### config.mk
export PLATFORM = sky130hd
export DESIGN_NAME = fc_mac_flat
export DESIGN_NICKNAME = d
export VERILOG_FILES = /design/src/design/kinpira_pkg.sv /design/src/design/kinpira_ifs.sv /design/src/design/fc_mac.sv /design/src/flat_wrapper.sv
export SDC_FILE = /design/constraint.sdc
export NUM_CORES = 1
export LEC_CHECK = 0
export BUFFER_PORTS_ARGS = -buffer_cell sky130_fd_sc_hd__buf_2
export CAP_MARGIN = 5
export CORE_MARGIN = 1.5
export CORE_UTILIZATION = 50
export DETAILED_ROUTE_END_ITERATION = 16
export PLACE_DENSITY = 0.72
export SETUP_SLACK_MARGIN = 0.02
export SLEW_MARGIN = 20
export SYNTH_ARGS = -nofsm -noshare
export SYNTH_HDL_FRONTEND = slang
export SYNTH_SLANG_ARGS = --single-unit
### constraint.sdc
create_clock -name clk -period 10.3 [get_ports clk]
set_input_delay 2.06 -clock clk [delete_from_list [all_inputs] [get_ports clk]]
set_output_delay 2.06 -clock clk [all_outputs]
set_load 0.01 [all_outputs]
### src/design/kinpira_pkg.sv
`default_nettype none

package kinpira_pkg;

  // Datapath widths
  localparam int DWIDTH    = 16;
  localparam int IMGSIZE   = 10;
  localparam int NETSIZE   = 10;
  localparam int LWIDTH    = 10;
  localparam int ACCWIDTH  = 40;

  // Fixed point
  localparam int FRAC_BITS = 8;

  typedef logic signed [DWIDTH-1:0]   data_t;
  typedef logic        [IMGSIZE-1:0]  img_addr_t;
  typedef logic        [NETSIZE-1:0]  net_addr_t;
  typedef logic        [LWIDTH-1:0]   layer_len_t;
  typedef logic signed [ACCWIDTH-1:0] acc_t;
  typedef logic        [1:0]          owner_t;

  // Saturation bounds of a data word
  localparam acc_t DATA_MAX = acc_t'(2 ** (DWIDTH - 1) - 1);
  localparam acc_t DATA_MIN = -acc_t'(2 ** (DWIDTH - 1));

  // Image buffer owners
  localparam owner_t OWNER_HOST = 2'd0;
  localparam owner_t OWNER_FC   = 2'd1;

endpackage

`default_nettype wire

### src/design/kinpira_ifs.sv
`default_nettype none


// Engine side of the image buffer
interface img_port_if import kinpira_pkg::*; ();
  logic      we;
  img_addr_t addr;
  data_t     wdata;
  data_t     rdata;

  modport buffer  (input we, addr, wdata, output rdata);
  modport counter (output addr);
  modport mac     (output we, wdata, input rdata);
endinterface

interface fc_step_if import kinpira_pkg::*; ();
  logic       clear;
  logic       run;
  logic       write;
  logic       in_last;
  logic       out_last;
  layer_len_t out_index;
  logic       data_valid;
  logic       data_last;
  logic       result_ready;

  modport ctrl    (output clear, run, write, input in_last, out_last, result_ready);
  modport counter (input run, write,
                   output in_last, out_last, out_index, data_valid, data_last);
  modport mac     (input clear, write, out_index, data_valid, data_last,
                   output result_ready);
endinterface

`default_nettype wire

### src/design/fc_mac.sv
`default_nettype none

module fc_mac
  import kinpira_pkg::*;
(
  input  wire logic      clk,
  input  wire logic      xrst,
  fc_step_if.mac         step,
  img_port_if.mac        img,
  input  wire data_t     net_rdata,
  input  wire img_addr_t out_offset,
  output img_addr_t      write_addr
);

  acc_t  acc;
  acc_t  prod;
  acc_t  sum;
  acc_t  shifted;
  data_t result;

  assign prod    = img.rdata * net_rdata;
  assign sum     = acc + prod;
  assign shifted = sum >>> FRAC_BITS;

  always_ff @(posedge clk) begin
    if (step.clear || (step.data_valid && step.data_last)) begin
      acc <= '0;
    end else if (step.data_valid) begin
      acc <= sum;
    end
  end

  // Close the sum and hold the saturated result
  always_ff @(posedge clk) begin
    if (step.data_valid && step.data_last) begin
      if (shifted > DATA_MAX) begin
        result <= DATA_MAX[DWIDTH-1:0];
      end else if (shifted < DATA_MIN) begin
        result <= DATA_MIN[DWIDTH-1:0];
      end else begin
        result <= shifted[DWIDTH-1:0];
      end
      write_addr <= out_offset + step.out_index;
    end
  end

  always_ff @(posedge clk) begin
    if (!xrst) begin
      step.result_ready <= 1'b0;
    end else if (step.data_valid && step.data_last) begin
      step.result_ready <= 1'b1;
    end else if (step.write) begin
      step.result_ready <= 1'b0;
    end
  end

  assign img.we    = step.write;
  assign img.wdata = result;

endmodule

`default_nettype wire

### src/flat_wrapper.sv
// flat-port wrapper written by rule: the top's interface ports become plain ports
module fc_mac_flat import kinpira_pkg::*;
  (clk, xrst, net_rdata, out_offset, write_addr, step_clear, step_write, step_out_index, step_data_valid, step_data_last, step_result_ready, img_we, img_wdata, img_rdata);
  fc_step_if step_i ();
  img_port_if img_i ();
  input  wire logic clk;
  input  wire logic xrst;
  input  wire data_t net_rdata;
  input  wire img_addr_t out_offset;
  output img_addr_t write_addr;
  input wire logic [$bits(step_i.clear)-1:0] step_clear;
  input wire logic [$bits(step_i.write)-1:0] step_write;
  input wire logic [$bits(step_i.out_index)-1:0] step_out_index;
  input wire logic [$bits(step_i.data_valid)-1:0] step_data_valid;
  input wire logic [$bits(step_i.data_last)-1:0] step_data_last;
  output wire logic [$bits(step_i.result_ready)-1:0] step_result_ready;
  output wire logic [$bits(img_i.we)-1:0] img_we;
  output wire logic [$bits(img_i.wdata)-1:0] img_wdata;
  input wire logic [$bits(img_i.rdata)-1:0] img_rdata;
  assign step_i.clear = step_clear;
  assign step_i.write = step_write;
  assign step_i.out_index = step_out_index;
  assign step_i.data_valid = step_data_valid;
  assign step_i.data_last = step_data_last;
  assign step_result_ready = step_i.result_ready;
  assign img_we = img_i.we;
  assign img_wdata = img_i.wdata;
  assign img_i.rdata = img_rdata;
  fc_mac u_core (.clk(clk), .xrst(xrst), .step(step_i), .img(img_i), .net_rdata(net_rdata), .out_offset(out_offset), .write_addr(write_addr));
endmodule
==> impl_metrics.env <==
export IMPL_status="finished, final reports clean"
export IMPL_globalRouteTotalUtil_pct=22.88
export IMPL_layout_common_cells="424 x inv_1, 331 x fa_1, 157 x nand2_1, 124 x ha_1, 118 x and2_1"
export IMPL_drtPass1Iterations=5
export IMPL_postCtsResizedCells=0
export IMPL_end_kind="flop"
export IMPL_cts_max_level=3
export IMPL_syn_cell_area_um2=15410
export IMPL_ant_nets=0
export IMPL_synth_cells=1629
export IMPL_grt_pass1_wl_um=56890
export IMPL_synth_fa_ha_area_share_pct=53.06
export IMPL_grt_pass1_vias=11750
export IMPL_relSlewSlack_pct=41.14
export IMPL_dp_hpwl_um=28110
export IMPL_ys_flop_type="dfxtp_1"
export IMPL_criticalPathCategory="in -> reg"
export IMPL_worst_ep_required_time_ns=10.46
export IMPL_synth_area_mux_share_pct=2.087
export IMPL_die_y_um=178.6
export IMPL_nNetsFinal=2192
export IMPL_cts_sinks=67
export IMPL_overflow=0
export IMPL_post_route_min_period_ns=9.503
export IMPL_worstHoldPathCells=2
export IMPL_yosys_area_share_simple_pct=12.93
export IMPL_hp_start="u_core.acc[1]"
export IMPL_wl_um=33250
export IMPL_via_count=10650
export IMPL_synth_xor_area_share_pct=3.004
export IMPL_num_rows=64
export IMPL_holdPathEnd="u_core.acc[1]"
export IMPL_die_w_um=178.6
export IMPL_antenna_found_initial=0
export IMPL_synth_top_family_by_area="adder cells"
export IMPL_antennaDiodeCount=0
export IMPL_finalCritPeriodShare_pct=92.26
export IMPL_whs_ns=0.5017
export IMPL_cp_max_fo=16
export IMPL_drc_errors=0
export IMPL_die_area_um2=31880
export IMPL_arrival_ns=9.66
export IMPL_worstSetupStartpoint="net_rdata[1]"
export IMPL_cts_reportedPaths_clkPinSlew_ns=0.06
export IMPL_fin_skew_ns=0.01124
export IMPL_finalSetupViolations=0
export IMPL_worst_pin_slew_ns=0.8829
export IMPL_yosysSeqAreaShare_pct=10.39
export IMPL_clk_latency_ns=0.34
export IMPL_io_pins=86
export IMPL_clock_fmax_mhz=105.2
export IMPL_drt_wirelength_per_cell_um=15.99
export IMPL_synth_seq_cells=67
export IMPL_design_core_area_um2=30430
export IMPL_rsz0062_at_grt="false"
export IMPL_grt_max_degree=41
export IMPL_drt_iter0_drc=399
export IMPL_startpoint_type="input pin"
export IMPL_clock_path_buffers=2
export IMPL_async_flop_share_pct=0
export IMPL_layout_commonest_cell="inv_1"
export IMPL_area_growth_pct=6.576
export IMPL_synth_compound_area_share_pct=6.747
export IMPL_cap_violations=0
export IMPL_regToRegSetupSlack_ns=3.68
export IMPL_synth_fp_nets=2142
export IMPL_vias_per_cell=5.122
export IMPL_setup_tns_ns=0
export IMPL_post_cts_setup_buffers=0
export IMPL_regToRegEndpoint="u_core.img.wdata[4]"
export IMPL_synth_edf_count=26
export IMPL_io_buffer_count=85
export IMPL_slew_viol_final=0
export IMPL_hp_class="reg -> reg"
export IMPL_avgSynthCellArea_um2=9.460
export IMPL_drive_above_1_share_pct=8.135
export IMPL_start_util_pct=50.65
export IMPL_yosysWarningCount=0
export IMPL_worstReg2RegStart="u_core.acc[15]"
export IMPL_hold_viol=0
export IMPL_cts_tree="yes"
export IMPL_synth_cell_types=68
export IMPL_cts_buffers_inserted=9
export IMPL_gp_congestion=0.8984
export IMPL_ctsRootBufferMaster="clkbuf_16"
export IMPL_cts_hold_fix_buffers=0
export IMPL_ff2ff_path_depth=20
## synth_stat cells (4+ instances only)
cell	number	area share, %
a21oi_1	40	1.3
nand4_1	5	0.20
and2_1	119	4.8
buf_1	5	0.12
and3_1	4	0.16
nand3_1	5	0.16
nand2_1	157	3.8
mux2i_1	31	2.0
nor3_1	10	0.32
xnor2_1	34	1.9
o21ai_2	10	0.57
a21o_1	13	0.63
nor2b_1	15	0.61
dfxtp_1	41	5.3
fa_1	331	43
ha_1	124	10
inv_1	424	10
o21bai_1	8	0.39
clkbuf_1	37	0.90
xor2_1	17	0.97
nor2_1	74	1.8
o21ai_0	23	0.75
o21a_1	6	0.29
a31oi_1	5	0.20
nand2b_1	4	0.16
edfxtp_1	26	5.1
## flip-flops by register name (all words and copies together), names as in the netlist
signal / cells
u_core.acc: 40
u_core.img.wdata: 16
u_core.step.result_ready: 1
u_core.write_addr: 10
## worst max path at each step
stage	end	cells after the start
6_report	u_core.img.wdata[4]	24
3_5_place_dp	u_core.img.wdata[4]	24
3_3_place_gp	u_core.img.wdata[0]	24
2_1_floorplan	u_core.img.wdata[8]	26
4_1_cts	u_core.img.wdata[4]	24
5_1_grt	u_core.img.wdata[4]	24
## area by class of cell
cell class	instances	area, um^2
sequential	67	1602
timing repair buffer	89	455.4
clock inverter	6	56.30
inverter	424	1592
tap	396	495.5
fill	2813	14000
multi-input combinational	1088	12000
clock buffer	10	229.0
## logic make-up (layout without fill, tap and decap cells)
logic type,Yosys count,count (layout)
adders and majority gates,455,455
AOI/OAI and AO/OA,140,140
buffers and inverters,474,529
and+or+nand+nor,409,409
DFF,67,67
xor gates and xnor gates,52,52
muxes,32,32
## stage by stage
| stage | area (um^2) | setup WS (ns) | instances | utilization [%] |
|---|---|---|---|---|
| floorplan | 15410 | 1.575 | 1629 | - |
| detailed placement | 16140 | 0.5870 | 2064 | 53.04 |
| global placement | 16140 | 0.7075 | 2064 | 53.03 |
| global route | 16420 | 0.3371 | 2080 | 53.98 |
| finish | 16420 | 0.7968 | 2080 | 53.98 |
| CTS | 16420 | 0.8709 | 2080 | 53.98 |
## layer usage
metal | GRT usage (%) | part of all wire [%]
met5 | 0 | 0
met4 | 5.069 | 2.1
met3 | 2.302 | 3.1
met2 | 43.30 | 55
met1 | 27.89 | 40
## worst max-delay path, stage by stage
cell and delay (ns):
buf_2 0.21, nand2_1 0.19, inv_1 0.08, fa_1 0.77, fa_1 0.45, inv_1 0.32, fa_1 0.61, fa_1 0.53
inv_1 0.05, fa_1 0.48, inv_1 0.05, fa_1 0.49, inv_1 0.05, ha_1 0.36, nand4_1 0.19, nor4_1 0.65
o211a_1 0.31, nor2_1 0.07, o21ai_0 0.22, xor2_1 0.25, nand2_1 0.09, nor4_1 0.49, a41oi_4 0.38, o21ai_0 0.30
Power is left out: the tool's default activity adds up to more than one toggle a clock period on the data nets, which glitch-free logic cannot reach.
