File: src/design/kinpira_pkg.sv
`default_nettype none

package kinpira_pkg;

  // Datapath widths
  localparam int DWIDTH    = 16;
  localparam int IMGSIZE   = 10;
  localparam int NETSIZE   = 10;
  localparam int LWIDTH    = 10;
  localparam int ACCWIDTH  = 40;

  // Fixed point
  localparam int FRAC_BITS = 8;

  typedef logic signed [DWIDTH-1:0]   data_t;
  typedef logic        [IMGSIZE-1:0]  img_addr_t;
  typedef logic        [NETSIZE-1:0]  net_addr_t;
  typedef logic        [LWIDTH-1:0]   layer_len_t;
  typedef logic signed [ACCWIDTH-1:0] acc_t;
  typedef logic        [1:0]          owner_t;

  // Saturation bounds of a data word
  localparam acc_t DATA_MAX = acc_t'(2 ** (DWIDTH - 1) - 1);
  localparam acc_t DATA_MIN = -acc_t'(2 ** (DWIDTH - 1));

  // Image buffer owners
  localparam owner_t OWNER_HOST = 2'd0;
  localparam owner_t OWNER_FC   = 2'd1;

endpackage

`default_nettype wire

File: src/design/regmap_pkg.sv
`default_nettype none

package regmap_pkg;

  typedef logic [4:0]  reg_addr_t;
  typedef logic [31:0] reg_data_t;

  localparam reg_addr_t REG_OWNER        = 5'd0;
  localparam reg_addr_t REG_REQ          = 5'd1;
  localparam reg_addr_t REG_IN_OFFSET    = 5'd2;
  localparam reg_addr_t REG_OUT_OFFSET   = 5'd3;
  localparam reg_addr_t REG_NET_OFFSET   = 5'd4;
  localparam reg_addr_t REG_TOTAL_OUT    = 5'd5;
  localparam reg_addr_t REG_TOTAL_IN     = 5'd6;
  // Read only
  localparam reg_addr_t REG_ACK          = 5'd30;
  localparam reg_addr_t REG_OWNER_STATUS = 5'd31;

endpackage

`default_nettype wire

File: src/design/kinpira_ifs.sv
`default_nettype none

// Layer settings from the host registers
interface layer_cfg_if import kinpira_pkg::*; ();
  img_addr_t  in_offset;
  img_addr_t  out_offset;
  net_addr_t  net_offset;
  layer_len_t total_in;
  layer_len_t total_out;

  modport regs   (output in_offset, out_offset, net_offset, total_in, total_out);
  modport engine (input  in_offset, out_offset, net_offset, total_in, total_out);
endinterface


`default_nettype wire

File: src/design/param_regs.sv
`default_nettype none

module param_regs
  import kinpira_pkg::*;
  import regmap_pkg::*;
(
  input  wire logic      clk,
  input  wire logic      xrst,
  input  wire logic      reg_we,
  input  wire reg_addr_t reg_addr,
  input  wire reg_data_t reg_wdata,
  output reg_data_t      reg_rdata,
  layer_cfg_if.regs      cfg,
  output logic           host_sel,
  output logic           fc_req,
  input  wire logic      ack
);

  owner_t owner;
  owner_t owner_d;
  logic   req;

  always_ff @(posedge clk) begin
    if (!xrst) begin
      owner          <= OWNER_HOST;
      owner_d        <= OWNER_HOST;
      req            <= 1'b0;
      cfg.in_offset  <= '0;
      cfg.out_offset <= '0;
      cfg.net_offset <= '0;
      cfg.total_out  <= '0;
      cfg.total_in   <= '0;
    end else begin
      owner_d <= owner;
      if (reg_we) begin
        case (reg_addr)
          REG_OWNER:      owner          <= reg_wdata[$bits(owner_t)-1:0];
          REG_REQ:        req            <= reg_wdata[0];
          REG_IN_OFFSET:  cfg.in_offset  <= reg_wdata[IMGSIZE-1:0];
          REG_OUT_OFFSET: cfg.out_offset <= reg_wdata[IMGSIZE-1:0];
          REG_NET_OFFSET: cfg.net_offset <= reg_wdata[NETSIZE-1:0];
          REG_TOTAL_OUT:  cfg.total_out  <= reg_wdata[LWIDTH-1:0];
          REG_TOTAL_IN:   cfg.total_in   <= reg_wdata[LWIDTH-1:0];
          default: ;
        endcase
      end
    end
  end

  assign host_sel = (owner == OWNER_HOST);
  assign fc_req   = (owner == OWNER_FC) && req;

  // Registered readback
  always_ff @(posedge clk) begin
    if (!xrst) begin
      reg_rdata <= '0;
    end else begin
      case (reg_addr)
        REG_OWNER:        reg_rdata <= reg_data_t'(owner);
        REG_REQ:          reg_rdata <= reg_data_t'(req);
        REG_IN_OFFSET:    reg_rdata <= reg_data_t'(cfg.in_offset);
        REG_OUT_OFFSET:   reg_rdata <= reg_data_t'(cfg.out_offset);
        REG_NET_OFFSET:   reg_rdata <= reg_data_t'(cfg.net_offset);
        REG_TOTAL_OUT:    reg_rdata <= reg_data_t'(cfg.total_out);
        REG_TOTAL_IN:     reg_rdata <= reg_data_t'(cfg.total_in);
        REG_ACK:          reg_rdata <= host_sel ? reg_data_t'(1) : reg_data_t'(ack);
        REG_OWNER_STATUS: reg_rdata <= reg_data_t'(owner_d);
        default:          reg_rdata <= '0;
      endcase
    end
  end

endmodule

`default_nettype wire

File: src/flat_wrapper.sv
// flat-port wrapper written by rule: the top's interface ports become plain ports
module param_regs_flat import kinpira_pkg::*; import regmap_pkg::*;
  (clk, xrst, reg_we, reg_addr, reg_wdata, reg_rdata, host_sel, fc_req, ack, cfg_in_offset, cfg_out_offset, cfg_net_offset, cfg_total_in, cfg_total_out);
  layer_cfg_if cfg_i ();
  input  wire logic clk;
  input  wire logic xrst;
  input  wire logic reg_we;
  input  wire reg_addr_t reg_addr;
  input  wire reg_data_t reg_wdata;
  output reg_data_t reg_rdata;
  output logic host_sel;
  output logic fc_req;
  input  wire logic ack;
  output wire logic [$bits(cfg_i.in_offset)-1:0] cfg_in_offset;
  output wire logic [$bits(cfg_i.out_offset)-1:0] cfg_out_offset;
  output wire logic [$bits(cfg_i.net_offset)-1:0] cfg_net_offset;
  output wire logic [$bits(cfg_i.total_in)-1:0] cfg_total_in;
  output wire logic [$bits(cfg_i.total_out)-1:0] cfg_total_out;
  assign cfg_in_offset = cfg_i.in_offset;
  assign cfg_out_offset = cfg_i.out_offset;
  assign cfg_net_offset = cfg_i.net_offset;
  assign cfg_total_in = cfg_i.total_in;
  assign cfg_total_out = cfg_i.total_out;
  param_regs u_core (.clk(clk), .xrst(xrst), .reg_we(reg_we), .reg_addr(reg_addr), .reg_wdata(reg_wdata), .reg_rdata(reg_rdata), .cfg(cfg_i), .host_sel(host_sel), .fc_req(fc_req), .ack(ack));
endmodule
File: config.mk
export PLATFORM = sky130hd
export DESIGN_NAME = param_regs_flat
export DESIGN_NICKNAME = d
export VERILOG_FILES = /design/src/design/kinpira_pkg.sv /design/src/design/regmap_pkg.sv /design/src/design/kinpira_ifs.sv /design/src/design/param_regs.sv /design/src/flat_wrapper.sv
export SDC_FILE = /design/constraint.sdc
export NUM_CORES = 1
export LEC_CHECK = 0
export ABC_CLOCK_PERIOD_IN_PS = 1320
export BUFFER_PORTS_ARGS = -buffer_cell sky130_fd_sc_hd__buf_2
export CAP_MARGIN = 10
export CORE_MARGIN = 5
export CORE_UTILIZATION = 48
export DETAILED_ROUTE_END_ITERATION = 10
export PLACE_DENSITY_LB_ADDON = 0.25
export SYNTH_ARGS = -nofsm -noshare
export SYNTH_HDL_FRONTEND = slang
export SYNTH_SLANG_ARGS = --single-unit
File: constraint.sdc
create_clock -name clk -period 1.32 [get_ports clk]
set_clock_uncertainty 0.1 [all_clocks]
set_input_delay 0 -clock clk [delete_from_list [all_inputs] [get_ports clk]]
set_output_delay 0 -clock clk [all_outputs]
set_load 0.01 [all_outputs]
==> out/metrics.csv <==
metric,value,unit
status,completed,
pin_count,125,
async_reset_ff_share,0,%
power.density,1071,nW/um^2
fin_crit,1259,ps
hold_violations,0,
synthAdderAreaFrac,0,%
grt_antenna_before_repair,0,
drt.antenna.violating_nets,0,
antenna_cells,0,
worst_ep_required_time,1420,ps
cts.root.buffer_cell,clkbuf_8,
wire_per_inst,17.13,um
yosysMostFrequentCell,dfxtp_1,
core,6277,um^2
ys.flop_type,dfxtp_1,
dieWidth,89.77,um
synthXorXnorAreaFrac,0,%
finalSetupViolCount,0,
vdd_drop_max,855.7,uV
grtUsageTotal,21.59,%
arrival,1360,ps
finalCritPeriodShare,95.37,%
crit_fanout,3,
fin_nets,478,
critPathLaunchType,register,
syn_inst,324,
fp.dieArea,8058,um^2
drive_gt1_share,31.22,%
row_count,29,
synth_compound_area_share,12.21,%
synthMuxAreaShare,12.54,%
cts.sinks,65,
num_vias,2793,
cts_max_level,3,
synth_top_family_by_area,simple AND/OR/NAND/NOR gates,
clock.fmax,794.3,MHz
max_cap_violations,0,
dieHeight,89.77,um
grt_start_max_net_pins,42,
cts_buffer_depth,2,
hold_class,in -> reg,
start_util,48.65,%
syn-cell-area,3054,um^2
synth_top_area_share,42.61,%
avgSynthCellArea,9.426,um^2
synth_area_leaders,"dfxtp_1, mux2i_1, nor2b_1, buf_4, a21boi_1",
dp.final_hpwl,6.123,mm
worstSetupEndpointType,register,
clk_pin_slew_worst_paths,70,ps
gp_congestion,0.8798,
place_ws,-7.461,ps
setup-tns-final,0,ps
dpl-instance-area,3623,um^2
grt_pass1_vias,2728,
setup_ws,61.10,ps
grt-ovfl-total,0,
final_core_utilization,63.62,%
synth_commonest_cells,"dfxtp_1, mux2i_1, nor2b_1",
layout-area-overhead-vs-synth,30.77,%
cts_tree,yes,
ys_ff_latch,65,
cts_buffers,9,
grt_pass1_wl,14.17,mm
initialDrtViolationCount,182,
detail_route.first_pass.iterations,4,
insertion_delay,330,ps
yosysWarnings,0,
yosys.area.top_type,dfxtp_1,
maxSlewViolCount,0,
seq_area_frac_synth,42.61,%
routed_wl,8.890,mm
cts_setup_buffers,0,
drt_drc_violations_left,0,
synthSimpleGateAreaFrac,22.49,%
leakagePower,1.780,nW
viasPerCell,5.382,
portBuffers,80,
yosys.cell_types.count,38,
fin_area,3994,um^2
design_power_total,4.276,mW
synth_edf_count,0,
critPathKind,reg -> reg,
cell usage in the layout, fill, tap and decap left out, types with 3 or more instances in the layout:
cell           count
nand2_1           30
conb_1            22
a31oi_1           18
nand3_1           23
buf_2             79
clkbuf_8          11
and3_1            12
buf_4             33
nor2b_1           34
mux2i_1           36
dlygate4sd3_1     12
dfxtp_1           64
and2_1             5
a22oi_1            7
buf_12             3
a21boi_1          20
sequential cells by signal, indices dropped and copies added, names as in the netlist:
signal and flops:
u_core.cfg.total_in 10, u_core.req 1, u_core.owner 2, u_core.cfg.net_offset 10
u_core.reg_rdata 10, u_core.cfg.in_offset 10, u_core.cfg.out_offset 10, u_core.owner_d 2
u_core.cfg.total_out 10
path summary, 6_finish.rpt:
| path | from | endpoint | slack (ps) | cells after the start |
|---|---|---|---|---|
| worst max-delay path | u_core.cfg.out_offset[0] | u_core.reg_rdata[0] | 60 | 4 |
| worst min-delay path | reg_addr[2] | u_core.reg_rdata[9] | 20 | 3 |
| worst max register to register | u_core.cfg.out_offset[0] | u_core.reg_rdata[0] | 60 | 4 |
| worst min register to register | u_core.cfg.net_offset[5] | u_core.cfg.net_offset[5] | 370 | 2 |
final cells by class:
| cell class | count | area (um^2) |
|---|---|---|
| clock buffers | 12 | 155.1 |
| clock inverters | 4 | 75.07 |
| fillers | 536 | 2283 |
| multi-input cells | 234 | 1541 |
| flip-flops and latches | 65 | 1303 |
| well taps | 77 | 96.34 |
| repair buffers | 127 | 823.3 |
per-stage QoR:
stage	hold WS [ps]	instances
6_report	20.02	519
5_1_grt	46.96	519
4_1_cts	10.84	519
3_5_place_dp	204.3	491
3_3_place_gp	200.5	491
2_1_floorplan	46.40	345
where the power goes:
| group | switching (mW) | internal (mW) |
|---|---|---|
| clock network | 0.769 | 1.17 |
| registers | 0.00988 | 1.97 |
| logic | 0.205 | 0.153 |
| total | 0.983 | 3.29 |
worst max-delay path: stages, from the launching register on:
cell and delay, ps:
dfxtp_2 330, mux2_1 300, a21oi_2 140, or3_1 140
a41oi_2 110
metal layers:
layer / GRT usage [%] / routed length [um]
met5: 0 / 0
met4: 9.950 / 176
met3: 4.341 / 653
met2: 34.51 / 4251
met1: 27.89 / 3808
repair_timing:
item,CTS,global route
hold buffers,12,0
pin swaps,0,1
setup endpoints to repair,1,21
endpoints found under the hold margin,55,0
resized for setup,1,5
logic make-up after synthesis:
logic type / Yosys count
compound gates: 53
mux: 38
other cells: 1
simple gates: 121
buf+inv: 46
flops: 65
Power figures use the tool's default switching activity.
