**src/design/kinpira_pkg.sv**
```systemverilog
`default_nettype none

package kinpira_pkg;

  // Datapath widths
  localparam int DWIDTH    = 16;
  localparam int IMGSIZE   = 10;
  localparam int NETSIZE   = 10;
  localparam int LWIDTH    = 10;
  localparam int ACCWIDTH  = 40;

  // Fixed point
  localparam int FRAC_BITS = 8;

  typedef logic signed [DWIDTH-1:0]   data_t;
  typedef logic        [IMGSIZE-1:0]  img_addr_t;
  typedef logic        [NETSIZE-1:0]  net_addr_t;
  typedef logic        [LWIDTH-1:0]   layer_len_t;
  typedef logic signed [ACCWIDTH-1:0] acc_t;
  typedef logic        [1:0]          owner_t;

  // Saturation bounds of a data word
  localparam acc_t DATA_MAX = acc_t'(2 ** (DWIDTH - 1) - 1);
  localparam acc_t DATA_MIN = -acc_t'(2 ** (DWIDTH - 1));

  // Image buffer owners
  localparam owner_t OWNER_HOST = 2'd0;
  localparam owner_t OWNER_FC   = 2'd1;

endpackage

`default_nettype wire

```
**src/design/kinpira_ifs.sv**
```systemverilog
`default_nettype none

// Layer settings from the host registers
interface layer_cfg_if import kinpira_pkg::*; ();
  img_addr_t  in_offset;
  img_addr_t  out_offset;
  net_addr_t  net_offset;
  layer_len_t total_in;
  layer_len_t total_out;

  modport regs   (output in_offset, out_offset, net_offset, total_in, total_out);
  modport engine (input  in_offset, out_offset, net_offset, total_in, total_out);
endinterface

// Engine side of the image buffer
interface img_port_if import kinpira_pkg::*; ();
  logic      we;
  img_addr_t addr;
  data_t     wdata;
  data_t     rdata;

  modport buffer  (input we, addr, wdata, output rdata);
  modport counter (output addr);
  modport mac     (output we, wdata, input rdata);
endinterface

interface fc_step_if import kinpira_pkg::*; ();
  logic       clear;
  logic       run;
  logic       write;
  logic       in_last;
  logic       out_last;
  layer_len_t out_index;
  logic       data_valid;
  logic       data_last;
  logic       result_ready;

  modport ctrl    (output clear, run, write, input in_last, out_last, result_ready);
  modport counter (input run, write,
                   output in_last, out_last, out_index, data_valid, data_last);
  modport mac     (input clear, write, out_index, data_valid, data_last,
                   output result_ready);
endinterface

`default_nettype wire

```
**src/design/fc_counter.sv**
```systemverilog
`default_nettype none

module fc_counter
  import kinpira_pkg::*;
(
  input  wire logic      clk,
  input  wire logic      xrst,
  layer_cfg_if.engine    cfg,
  fc_step_if.counter     step,
  img_port_if.counter    img,
  output net_addr_t      net_raddr,
  input  wire img_addr_t write_addr
);

  layer_len_t in_idx;
  layer_len_t out_idx;
  net_addr_t  w_idx;

  assign step.in_last   = (in_idx == cfg.total_in - 1'b1);
  assign step.out_last  = (out_idx == cfg.total_out - 1'b1);
  assign step.out_index = out_idx;

  always_ff @(posedge clk) begin
    if (!xrst) begin
      in_idx  <= '0;
      out_idx <= '0;
      w_idx   <= '0;
    end else begin
      if (step.run) begin
        in_idx <= step.in_last ? '0 : in_idx + 1'b1;
        w_idx  <= w_idx + 1'b1;
      end
      // Output index moves once the result is written
      if (step.write) begin
        out_idx <= step.out_last ? '0 : out_idx + 1'b1;
        if (step.out_last) begin
          w_idx <= '0;
        end
      end
    end
  end

  // Weights of consecutive outputs lie back to back
  assign net_raddr = cfg.net_offset + w_idx;
  assign img.addr  = step.write ? write_addr : cfg.in_offset + in_idx;

  // Align with the one cycle memory latency
  always_ff @(posedge clk) begin
    if (!xrst) begin
      step.data_valid <= 1'b0;
      step.data_last  <= 1'b0;
    end else begin
      step.data_valid <= step.run;
      step.data_last  <= step.run && step.in_last;
    end
  end

endmodule

`default_nettype wire

```
**src/flat_wrapper.sv**
```systemverilog
// flat-port wrapper written by rule: the top's interface ports become plain ports
module fc_counter_flat import kinpira_pkg::*;
  (clk, xrst, net_raddr, write_addr, cfg_in_offset, cfg_out_offset, cfg_net_offset, cfg_total_in, cfg_total_out, step_run, step_write, step_in_last, step_out_last, step_out_index, step_data_valid, step_data_last, img_addr);
  layer_cfg_if cfg_i ();
  fc_step_if step_i ();
  img_port_if img_i ();
  input  wire logic clk;
  input  wire logic xrst;
  output net_addr_t net_raddr;
  input  wire img_addr_t write_addr;
  input wire logic [$bits(cfg_i.in_offset)-1:0] cfg_in_offset;
  input wire logic [$bits(cfg_i.out_offset)-1:0] cfg_out_offset;
  input wire logic [$bits(cfg_i.net_offset)-1:0] cfg_net_offset;
  input wire logic [$bits(cfg_i.total_in)-1:0] cfg_total_in;
  input wire logic [$bits(cfg_i.total_out)-1:0] cfg_total_out;
  input wire logic [$bits(step_i.run)-1:0] step_run;
  input wire logic [$bits(step_i.write)-1:0] step_write;
  output wire logic [$bits(step_i.in_last)-1:0] step_in_last;
  output wire logic [$bits(step_i.out_last)-1:0] step_out_last;
  output wire logic [$bits(step_i.out_index)-1:0] step_out_index;
  output wire logic [$bits(step_i.data_valid)-1:0] step_data_valid;
  output wire logic [$bits(step_i.data_last)-1:0] step_data_last;
  output wire logic [$bits(img_i.addr)-1:0] img_addr;
  assign cfg_i.in_offset = cfg_in_offset;
  assign cfg_i.out_offset = cfg_out_offset;
  assign cfg_i.net_offset = cfg_net_offset;
  assign cfg_i.total_in = cfg_total_in;
  assign cfg_i.total_out = cfg_total_out;
  assign step_i.run = step_run;
  assign step_i.write = step_write;
  assign step_in_last = step_i.in_last;
  assign step_out_last = step_i.out_last;
  assign step_out_index = step_i.out_index;
  assign step_data_valid = step_i.data_valid;
  assign step_data_last = step_i.data_last;
  assign img_addr = img_i.addr;
  fc_counter u_core (.clk(clk), .xrst(xrst), .cfg(cfg_i), .step(step_i), .img(img_i), .net_raddr(net_raddr), .write_addr(write_addr));
endmodule
```
**config.mk**
```make
export PLATFORM = sky130hd
export DESIGN_NAME = fc_counter_flat
export DESIGN_NICKNAME = d
export VERILOG_FILES = /design/src/design/kinpira_pkg.sv /design/src/design/kinpira_ifs.sv /design/src/design/fc_counter.sv /design/src/flat_wrapper.sv
export SDC_FILE = /design/constraint.sdc
export NUM_CORES = 1
export LEC_CHECK = 0
export ABC_AREA = 1
export BUFFER_PORTS_ARGS = -buffer_cell sky130_fd_sc_hd__clkbuf_2
export CAP_MARGIN = 20
export CORE_MARGIN = 2
export CORE_UTILIZATION = 25
export CTS_BUF_LIST = sky130_fd_sc_hd__clkbuf_8
export DETAILED_ROUTE_END_ITERATION = 7
export PLACE_DENSITY_LB_ADDON = 0.12
export SYNTH_ARGS = -nofsm -noshare
export SYNTH_HDL_FRONTEND = slang
export SYNTH_SLANG_ARGS = --single-unit
```
**constraint.sdc**
```tcl
create_clock -name clk -period 2.1 [get_ports clk]
set_input_delay 0.105 -clock clk [delete_from_list [all_inputs] [get_ports clk]]
set_output_delay 0.105 -clock clk [all_outputs]
set_load 0.05 [all_outputs]
```
==> results.md, run 1 <==
| Stage | Parameter | Reported |
| --- | --- | --- |
| status | Outcome | finished, final reports clean |
| clock network | Clock tree from TritonCTS | built |
| global route | Vias in the first global route | 3,177 |
| global route | Pin count of the biggest net entering global routing | 17 |
| timing | Final Hold Vio Count | 0 |
| timing | Final-layout worst hold slack | 0.187 ns |
| clock network | Clock root buffer | sky130_fd_sc_hd__clkbuf_8 |
| timing | Max Clock Skew | 0.00747 ns |
| worst setup path | Crit Reg-Reg Startpoint | u_core.in_idx[1] |
| power and ir drop | Sw frac | 36.6% |
| placement | Worst-case setup slack after placement | 0.0690 ns |
| hold path | Min-Delay Path Depth | 3 |
| layout | Fill cell count | 1,430 |
| layout | Synth-to-layout area growth | 41.0% |
| worst setup path | Crit path required time | 2.00 ns |
| logic synthesis | Nets in the synthesized netlist | 607 |
| placement | Weighted congestion reported at the end of routability-driven placement | 0.815 |
| layout | Net count, final | 720 |
| layout | Most common cell after layout, fill and taps aside | sky130_fd_sc_hd__nand2_1 |
| logic synthesis | Cells after Synth | 518 |
| power and ir drop | Int Pwr | 1.11 mW |
| worst setup path | Worst setup SP type | flop |
| hold path | End point of the worst hold path | u_core.w_idx[3] |
| clock network | Total clock buffers created by CTS | 5 |
| global route | GRT overflow | 0 |
| timing | Final total negative setup slack | 0 ns |
| timing | Unrepaired setup endpoints after global routing | true |
| floorplanning | Initial Util | 25.5% |
| power and ir drop | Net Switching | 641 uW |
| clock network | Clock Tree Buf Depth | 2 |
| logic synthesis | Proportion of netlist area held by the largest area contributor | 19.9% |
| timing | Smallest setup slack after layout | 0.0437 ns |
| clock network | Clock Latency Late Sink | 0.28 ns |
| logic synthesis | Number of distinct standard cells referenced by the synthesized netlist | 35 |
| worst setup path | Data arrival time of the critical path | 1.95 ns |
| placement | Placed wire-length estimate | 7.39 mm |
| route | Remaining design rule violation count | 0 |
| logic synthesis | Leading area contributor after synthesis | sky130_fd_sc_hd__dfxtp_1 |
| floorplanning | Floorplan Core Area | 0.0126 mm^2 |
| worst setup path | Number of cell instances on the worst register-to-register path | 11 |
| route | 1st-pass router iterations | 4 |
| layout | Diodes inserted | 0 |
| floorplanning | Die Span X | 118 um |
| worst setup path | Worst Path Max Fanout | 3 |
| route | Via count of the routed design | 3,434 |
| logic synthesis | Register bit count reported by yosys | 32 |
| power and ir drop | Share of power burned in registers | 36.0% |
| clock network | Hold_buf cts | 0 |
| layout | Layout cell share with drive strength beyond 1 | 33.4% |
| timing | Max Fclk | 0.486 GHz |
| worst setup path | Kind of end point of the critical path | output port |
| route | Wire length after detailed routing | 8.87 mm |
| hold path | Worst min-delay path class | in2reg |
| placement | PortBufs | 87 |
| floorplanning | Number of placed I/O pins | 98 |
| job | Max-cap violations | 0 |
| floorplanning | Vert. Die Dim | 118 um |
| timing | Worst-margin pin slew | 0.568 ns |
| timing | Time the worst path needs with I/O delays and setup | 2.06 ns |
| floorplanning | Total die area | 0.0138 mm^2 |
| worst setup path | Capturing point of the worst reg2reg path | u_core.in_idx[8] |
| power and ir drop | Power share of the combinational group | 36.2% |
| layout | Leading cell types in the layout, fill and taps excluded | sky130_fd_sc_hd__nand2_1 (125), sky130_fd_sc_hd__clkbuf_2 (75), sky130_fd_sc_hd__nor2_1 (66) |
| timing | Fin. max-slew vios | 0 |
| hold path | Hold Path Origin | xrst |
| clock network | Clock-pin transition on the worst setup and hold timing paths | 0.07 ns |
| logic synthesis | Synth Area per Inst | 6.22 um^2 |
| power and ir drop | Maximum ir drop on the vdd rail | 0.146 mV |
| floorplanning | Std cell rows | 41 |
| route | Average wire length per cell after detail routing | 11.0 um |
| power and ir drop | Leakage power summed over all cells | 2.30 nW |
| route | Post-detailed-route via-to-cell ratio | 4.27 |
| global route | Global-route usage over all layers | 12.6% |
| global route | Wire length of the first global-routing pass | 14.6 mm |
| logic synthesis | Sequential area share after synthesis | 19.9% |
| power and ir drop | Clk network pwr share | 27.8% |
| power and ir drop | Ratio of total power to cell area | 385 mW/mm^2 |
| clock network | Clock tree sinks | 32 |
| logic synthesis | Netlist area before placement | 0.00322 mm^2 |
| timing | Tcrit/Tclk final | 97.9% |
| power and ir drop | Final Total Pwr | 1.75 mW |
| route | Number of DRC markers in iteration 0 | 130 |
| logic synthesis | Largest cells by area after synthesis | sky130_fd_sc_hd__dfxtp_1 (20%), sky130_fd_sc_hd__nand2_1 (15%), sky130_fd_sc_hd__ha_1 (8.9%) |
| worst setup path | Flop-to-flop setup slack | 0.39 ns |
| logic synthesis | Count of synthesis-stage warnings from yosys | 0 |
| timing | Setup violation total in the final timing report | 0 |
| clock network | H-tree levels | 2 |
| route | Number of routed nets with antenna violations | 0 |
| timing | Max-slew headroom at the worst pin | 62.1% |
| worst setup path | WS Path Type | reg2out |
| global route | Initial antenna violation count | 0 |
logic make-up (layout without fill, tap and decap cells):
kind of cell	after synthesis	after routing	share of synthesized area [%]
AOI/OAI and AO/OA	52	52	8.70
xor gates and xnor gates	44	44	12.0
adders and majority gates	25	25	10.2
buffers and inverters	84	198	10.2
DFF	32	32	19.9
and+or+nand+nor	281	281	39.1
metal layers:
layer	global-route usage (%)	wire length, um
met4	1.81	45
met3	1.89	207
met2	22.9	4370
met1	16.2	4250
met5	0	0
cells in the mapped netlist (all sizes together):
cell type / n
a21o: 1
a21oi: 24
a31oi: 2
buf: 4
clkbuf: 3
dfxtp: 32
fa: 2
ha: 23
inv: 77
nand2: 139
nand3: 39
nand3b: 3
nand4: 9
nor2: 74
nor3: 10
nor3b: 4
o2111ai: 1
o211ai: 1
o21ai: 19
o21bai: 3
o22ai: 1
or2: 3
xnor2: 14
xor2: 30
timing repair:
action,4_1_cts,5_1_grt
pin swaps,4,12
setup endpoints to repair,13,13
gates resized for setup,39,46
buffers inserted,0,3
power by group through the flow:
stage	Combinational [mW]	Sequential (mW)	Clock (mW)
2_1_floorplan	0.368	0.664	0
3_3_place_gp	0.570	0.641	0
3_5_place_dp	0.572	0.642	0
4_1_cts	0.606	0.629	0.511
5_1_grt	0.696	0.631	0.543
6_report	0.633	0.629	0.487
state kept, by name (all words and copies together), names as in the netlist:
name                    count
u_core.w_idx               10
u_core.step.data_last       1
u_core.step.out_index      10
u_core.in_idx              10
u_core.step.data_valid      1
through the flow:
step | instances | utilization, % | instance area [um^2]
final | 804 | 36.0 | 4540
after global routing | 804 | 36.0 | 4540
after CTS | 801 | 34.1 | 4310
after detailed placement | 793 | 32.1 | 4050
after global placement | 793 | 32.1 | 4050
after floorplan | 518 | - | 3250
how the worst max path moves through the flow:
stage,start,to,slack [ns],cells past startpoint
3_3_place_gp,u_core.in_idx[7],img_addr[9],0.09,9
5_1_grt,u_core.w_idx[0],net_raddr[8],-0.07,8
3_5_place_dp,u_core.w_idx[0],net_raddr[8],0.07,8
2_1_floorplan,u_core.in_idx[0],img_addr[6],-0.06,7
6_report,u_core.w_idx[0],net_raddr[8],0.04,8
4_1_cts,u_core.w_idx[0],net_raddr[6],0.009,8
critical path, stage by stage (launching register included):
cell and delay, ns:
sky130_fd_sc_hd__dfxtp_2 0.35, sky130_fd_sc_hd__ha_4 0.13, sky130_fd_sc_hd__inv_2 0.04, sky130_fd_sc_hd__fa_2 0.36
sky130_fd_sc_hd__o21ai_4 0.16, sky130_fd_sc_hd__nand4_1 0.11, sky130_fd_sc_hd__o211ai_1 0.16, sky130_fd_sc_hd__xor2_2 0.19
sky130_fd_sc_hd__buf_8 0.16
final cells by class:
class / instances / area (um^2) / area share, %
clock buffer: 6 / 82.6 / 1.82
multi-input combinational: 402 / 2570 / 56.7
sequential: 32 / 653 / 14.4
timing repair buffer: 113 / 721 / 15.9
inverter: 77 / 289 / 6.37
tap: 172 / 215 / 4.74
clock inverter: 2 / 7.51 / 0.165
(Power assumes the default switching activity.)
==> run 2: changes to the inputs <==
--- a/config.mk
+++ b/config.mk
@@ -5,7 +5,7 @@
 export SDC_FILE = /design/constraint.sdc
 export NUM_CORES = 1
 export LEC_CHECK = 0
-export ABC_AREA = 1
+export ABC_AREA = 0
 export BUFFER_PORTS_ARGS = -buffer_cell sky130_fd_sc_hd__clkbuf_2
 export CAP_MARGIN = 20
 export CORE_MARGIN = 2
==> run 2 against run 1 <==
Effect of this change:
- the run now ends with setup timing left
- global-route usage rose by 0.72 points
- die area fell by 9.7%
- largest cell class unchanged
- largest power group unchanged
- clock power rose by 22%
- first-iteration DRC count rose by 15%
- sequential cell count did not move
- via count fell by 12%
- maximum frequency fell by 12%
- cell area fell by 1.3%
- wire length fell by 7.0%
==> results.md, run 2 <==
| Stage | Parameter | Reported |
| --- | --- | --- |
| status | Outcome | complete, but fails checks |
| status | Violations in the final reports | setup timing |
| logic synthesis | Fraction of registers with async set/reset | 0% |
| timing | Setup violation total in the final timing report | 10 |
| clock network | Clock Tree Buf Depth | 2 |
| worst setup path | Sequence of cells on the critical path | ha_4 > fa_2 > a21o_1 > a21oi_2 > nand2b_4 > nand2b_1 > a21oi_2 > xor2_2 > o21ai_4 > buf_8 |
| global route | Initial antenna violation count | 0 |
| logic synthesis | Cells after Synth | 370 |
| hold path | Worst min-delay path class | in2reg |
| clock network | Clock tree from TritonCTS | built |
| worst setup path | Data arrival time of the critical path | 2.24 ns |
| floorplanning | Vert. Die Dim | 112 um |
| logic synthesis | Nets in the synthesized netlist | 459 |
| logic synthesis | Number of flops mapped to enable cells by yosys | 0 |
| route | Number of DRC markers in iteration 0 | 150 |
| layout | Sequential Area | 667 um^2 |
| logic synthesis | Synth Area per Inst | 7.83 um^2 |
| layout | Final Non-Filler Cells | 651 |
| global route | Pin count of the biggest net entering global routing | 21 |
| floorplanning | Die Span X | 112 um |
| power and ir drop | Int Pwr | 1.25 mW |
| floorplanning | Initial Util | 25.5% |
| timing | Fin. max-slew vios | 0 |
| route | Via count of the routed design | 3,033 |
| logic synthesis | Primary FF master, synth | sky130_fd_sc_hd__dfxtp_1 |
| layout | Fill cell count | 1,188 |
| power and ir drop | Clk network pwr share | 31.4% |
| power and ir drop | Sw frac | 33.6% |
| route | Met3 wirelength from detailed routing | 339 um |
| placement | Placed cell count | 628 |
| logic synthesis | Number of distinct standard cells referenced by the synthesized netlist | 58 |
| layout | Net count, final | 596 |
| logic synthesis | Sequential area share after synthesis | 22.1% |
| floorplanning | Std cell rows | 39 |
| route | 1st-pass router iterations | 4 |
| logic synthesis | Netlist area before placement | 0.00290 mm^2 |
| logic synthesis | Count of synthesis-stage warnings from yosys | 0 |
| clock network | Clock tree sinks | 32 |
| logic synthesis | Proportion of netlist area held by the largest area contributor | 22.1% |
| placement | Placed wire-length estimate | 6.46 mm |
| worst setup path | Number of buffers and inverters on the critical path | 1 |
| route | Number of routed nets with antenna violations | 0 |
| worst setup path | Worst setup SP type | flop |
| logic synthesis | Register bit count reported by yosys | 32 |
| power and ir drop | Share of power burned in registers | 33.4% |
| power and ir drop | Leakage power summed over all cells | 2.01 nW |
| timing | Max Fclk | 0.427 GHz |
| timing | Worst-margin pin slew | 0.601 ns |
| floorplanning | Number of placed I/O pins | 98 |
| placement | Weighted congestion reported at the end of routability-driven placement | 0.810 |
| clock network | Clock-pin transition on the worst setup and hold timing paths | 0.07 ns |
| floorplanning | Floorplan Core Area | 0.0114 mm^2 |
| timing | Max Clock Skew | 0.00471 ns |
| layout | Synth-to-layout area growth | 54.7% |
| power and ir drop | Ratio of total power to cell area | 422 mW/mm^2 |
| layout | Layout cell share with drive strength beyond 1 | 42.3% |
| floorplanning | Total die area | 0.0125 mm^2 |
| route | Wire length after detailed routing | 8.24 mm |
| layout | Leading cell types in the layout, fill and taps excluded | sky130_fd_sc_hd__clkbuf_2 (71), sky130_fd_sc_hd__buf_4 (50), sky130_fd_sc_hd__nor2_1 (38) |
| worst setup path | Crit path required time | 2.00 ns |
| route | Remaining design rule violation count | 0 |
| worst setup path | CP max stage delay | 0.34 ns |
| placement | PortBufs | 87 |
| placement | Placed cell areas | 0.00394 mm^2 |
| worst setup path | Worst Path Max Fanout | 2 |
| placement | Worst-case setup slack after placement | -0.0982 ns |
| global route | Vias in the first global route | 2,961 |
| route | Routed met1 length | 3.95 mm |
| worst setup path | Kind of end point of the critical path | output port |
| power and ir drop | Final Total Pwr | 1.89 mW |
| timing | Time the worst path needs with I/O delays and setup | 2.34 ns |
| clock network | Clock Latency Late Sink | 0.29 ns |
| layout | Multi-input logic area | 0.00240 mm^2 |
| route | WL met2 | 3.92 mm |
| job | Max-cap violations | 0 |
| logic synthesis | Commonest cells in the netlist | sky130_fd_sc_hd__nor2_1 (39), sky130_fd_sc_hd__dfxtp_1 (32), sky130_fd_sc_hd__xor2_1 (31) |
| timing | Tcrit/Tclk final | 111% |
| logic synthesis | Leading area contributor after synthesis | sky130_fd_sc_hd__dfxtp_1 |
| logic synthesis | Largest cells by area after synthesis | sky130_fd_sc_hd__dfxtp_1 (22%), sky130_fd_sc_hd__ha_1 (9.9%), sky130_fd_sc_hd__xor2_1 (9.4%) |
| logic synthesis | Library cell with the highest instance count after synthesis | sky130_fd_sc_hd__nor2_1 |
| timing | Unrepaired setup endpoints after global routing | true |
| route | Average wire length per cell after detail routing | 12.7 um |
| layout | Non-Filler Cell Area, Final | 0.00448 mm^2 |
| worst setup path | WS Path Type | reg2out |
| route | Post-detailed-route via-to-cell ratio | 4.66 |
| timing | Max-slew headroom at the worst pin | 59.4% |
| layout | Diodes inserted | 0 |
| global route | Global-route usage over all layers | 13.4% |
| layout | Core Util, Final | 39.4% |
| power and ir drop | Net Switching | 636 uW |
| layout | Most common cell after layout, fill and taps aside | sky130_fd_sc_hd__clkbuf_2 |
| route | Uppermost signal routing layer after detailed routing | met4 |
| global route | GRT overflow | 0 |
| clock network | Total clock buffers created by CTS | 5 |
| power and ir drop | Maximum ir drop on the vdd rail | 0.362 mV |
| global route | Wire length of the first global-routing pass | 13.9 mm |
| clock network | H-tree levels | 2 |
| timing | Smallest setup slack after layout | -0.240 ns |
| worst setup path | Max stage delay cell, worst path | sky130_fd_sc_hd__fa_2 |
| worst setup path | Most repeated library cell on the critical path | sky130_fd_sc_hd__a21oi_2 |
| timing | Final Hold Vio Count | 0 |
| clock network | Clock root buffer | sky130_fd_sc_hd__clkbuf_8 |
| power and ir drop | Power share of the combinational group | 35.2% |
| worst setup path | Critical path's top delay family | compound AO/OA/AOI/OAI gates |
-- run 2: cell types whose count changed after synthesis, sizes merged, moves of 6 or more --
cell,change
nand2,-110
inv,-59
nor2,-35
nand3,-23
xnor2,+14
a21oi,-11
and3,+6
nor2b,+6
-- run 2: layout make-up --
cell class / count / area share (%)
clock buffer: 5 / 1.54
clock inverter: 3 / 0.949
inverter: 19 / 1.68
multi-input combinational: 308 / 53.7
sequential: 32 / 14.9
tap: 143 / 3.99
timing repair buffer: 141 / 23.3
-- run 2: worst paths after layout --
check                                               from  slack (ns)                  endpoint  cells after the start
worst max-delay path                    u_core.in_idx[0]       -0.24               img_addr[6]                     10
worst min-delay path                          step_write        0.19  u_core.step.out_index[0]                      3
worst max register to register  u_core.step.out_index[3]        0.13           u_core.w_idx[0]                      9
worst min register to register           u_core.w_idx[9]        0.53           u_core.w_idx[9]                      2
-- run 2: repair_timing --
item | CTS | global route
cloned | 0 | 0
hold buffers | 0 | 0
endpoints found under the setup margin | 14 | 25
resized for setup | 47 | 32
pin swaps | 23 | 16
buffers inserted | 11 | 7
-- run 2: kinds of logic (layout without fill, tap and decap cells) --
| kind of cell | count (synthesis) | in the layout | share of synthesized area, % |
|---|---|---|---|
| flops | 32 | 32 | 22.1 |
| simple gates | 153 | 153 | 27.7 |
| fa+ha+maj | 25 | 25 | 11.3 |
| mux | 6 | 6 | 2.25 |
| buf+inv | 30 | 168 | 3.93 |
| xor+xnor | 59 | 59 | 17.8 |
| compound gates | 65 | 65 | 14.9 |
-- run 2: layer usage --
metal  vias to the layer above  GRT usage [%]
li1                       1585              -
met1                      1381           18.0
met2                        63           22.4
met3                         4           2.56
met4                         0           2.72
met5                         -              0
-- run 2: tightest hold or removal path, delay by kind of cell --
| kind | cells | cell delay, ns |
|---|---|---|
| compound gates | 1 | 0.07 |
| simple gates | 1 | 0.11 |
| buf+inv | 1 | 0.15 |
-- run 2: power groups by stage --
| stage | clock network (mW) | logic (mW) | registers, mW |
|---|---|---|---|
| after global placement | 0 | 0.587 | 0.643 |
| after detailed placement | 0 | 0.590 | 0.643 |
| after global routing | 0.639 | 0.722 | 0.631 |
| after CTS | 0.615 | 0.641 | 0.631 |
| final | 0.594 | 0.665 | 0.630 |
| after floorplan | 0 | 0.360 | 0.660 |
-- run 2: metrics by stage --
step / hold slack [ns] / setup TNS, ns
floorplan: 0.276 / -0.341
global placement: 0.471 / -0.884
detailed placement: 0.476 / -1.56
CTS: 0.170 / -1.97
global route: 0.221 / -2.86
finish: 0.185 / -1.35
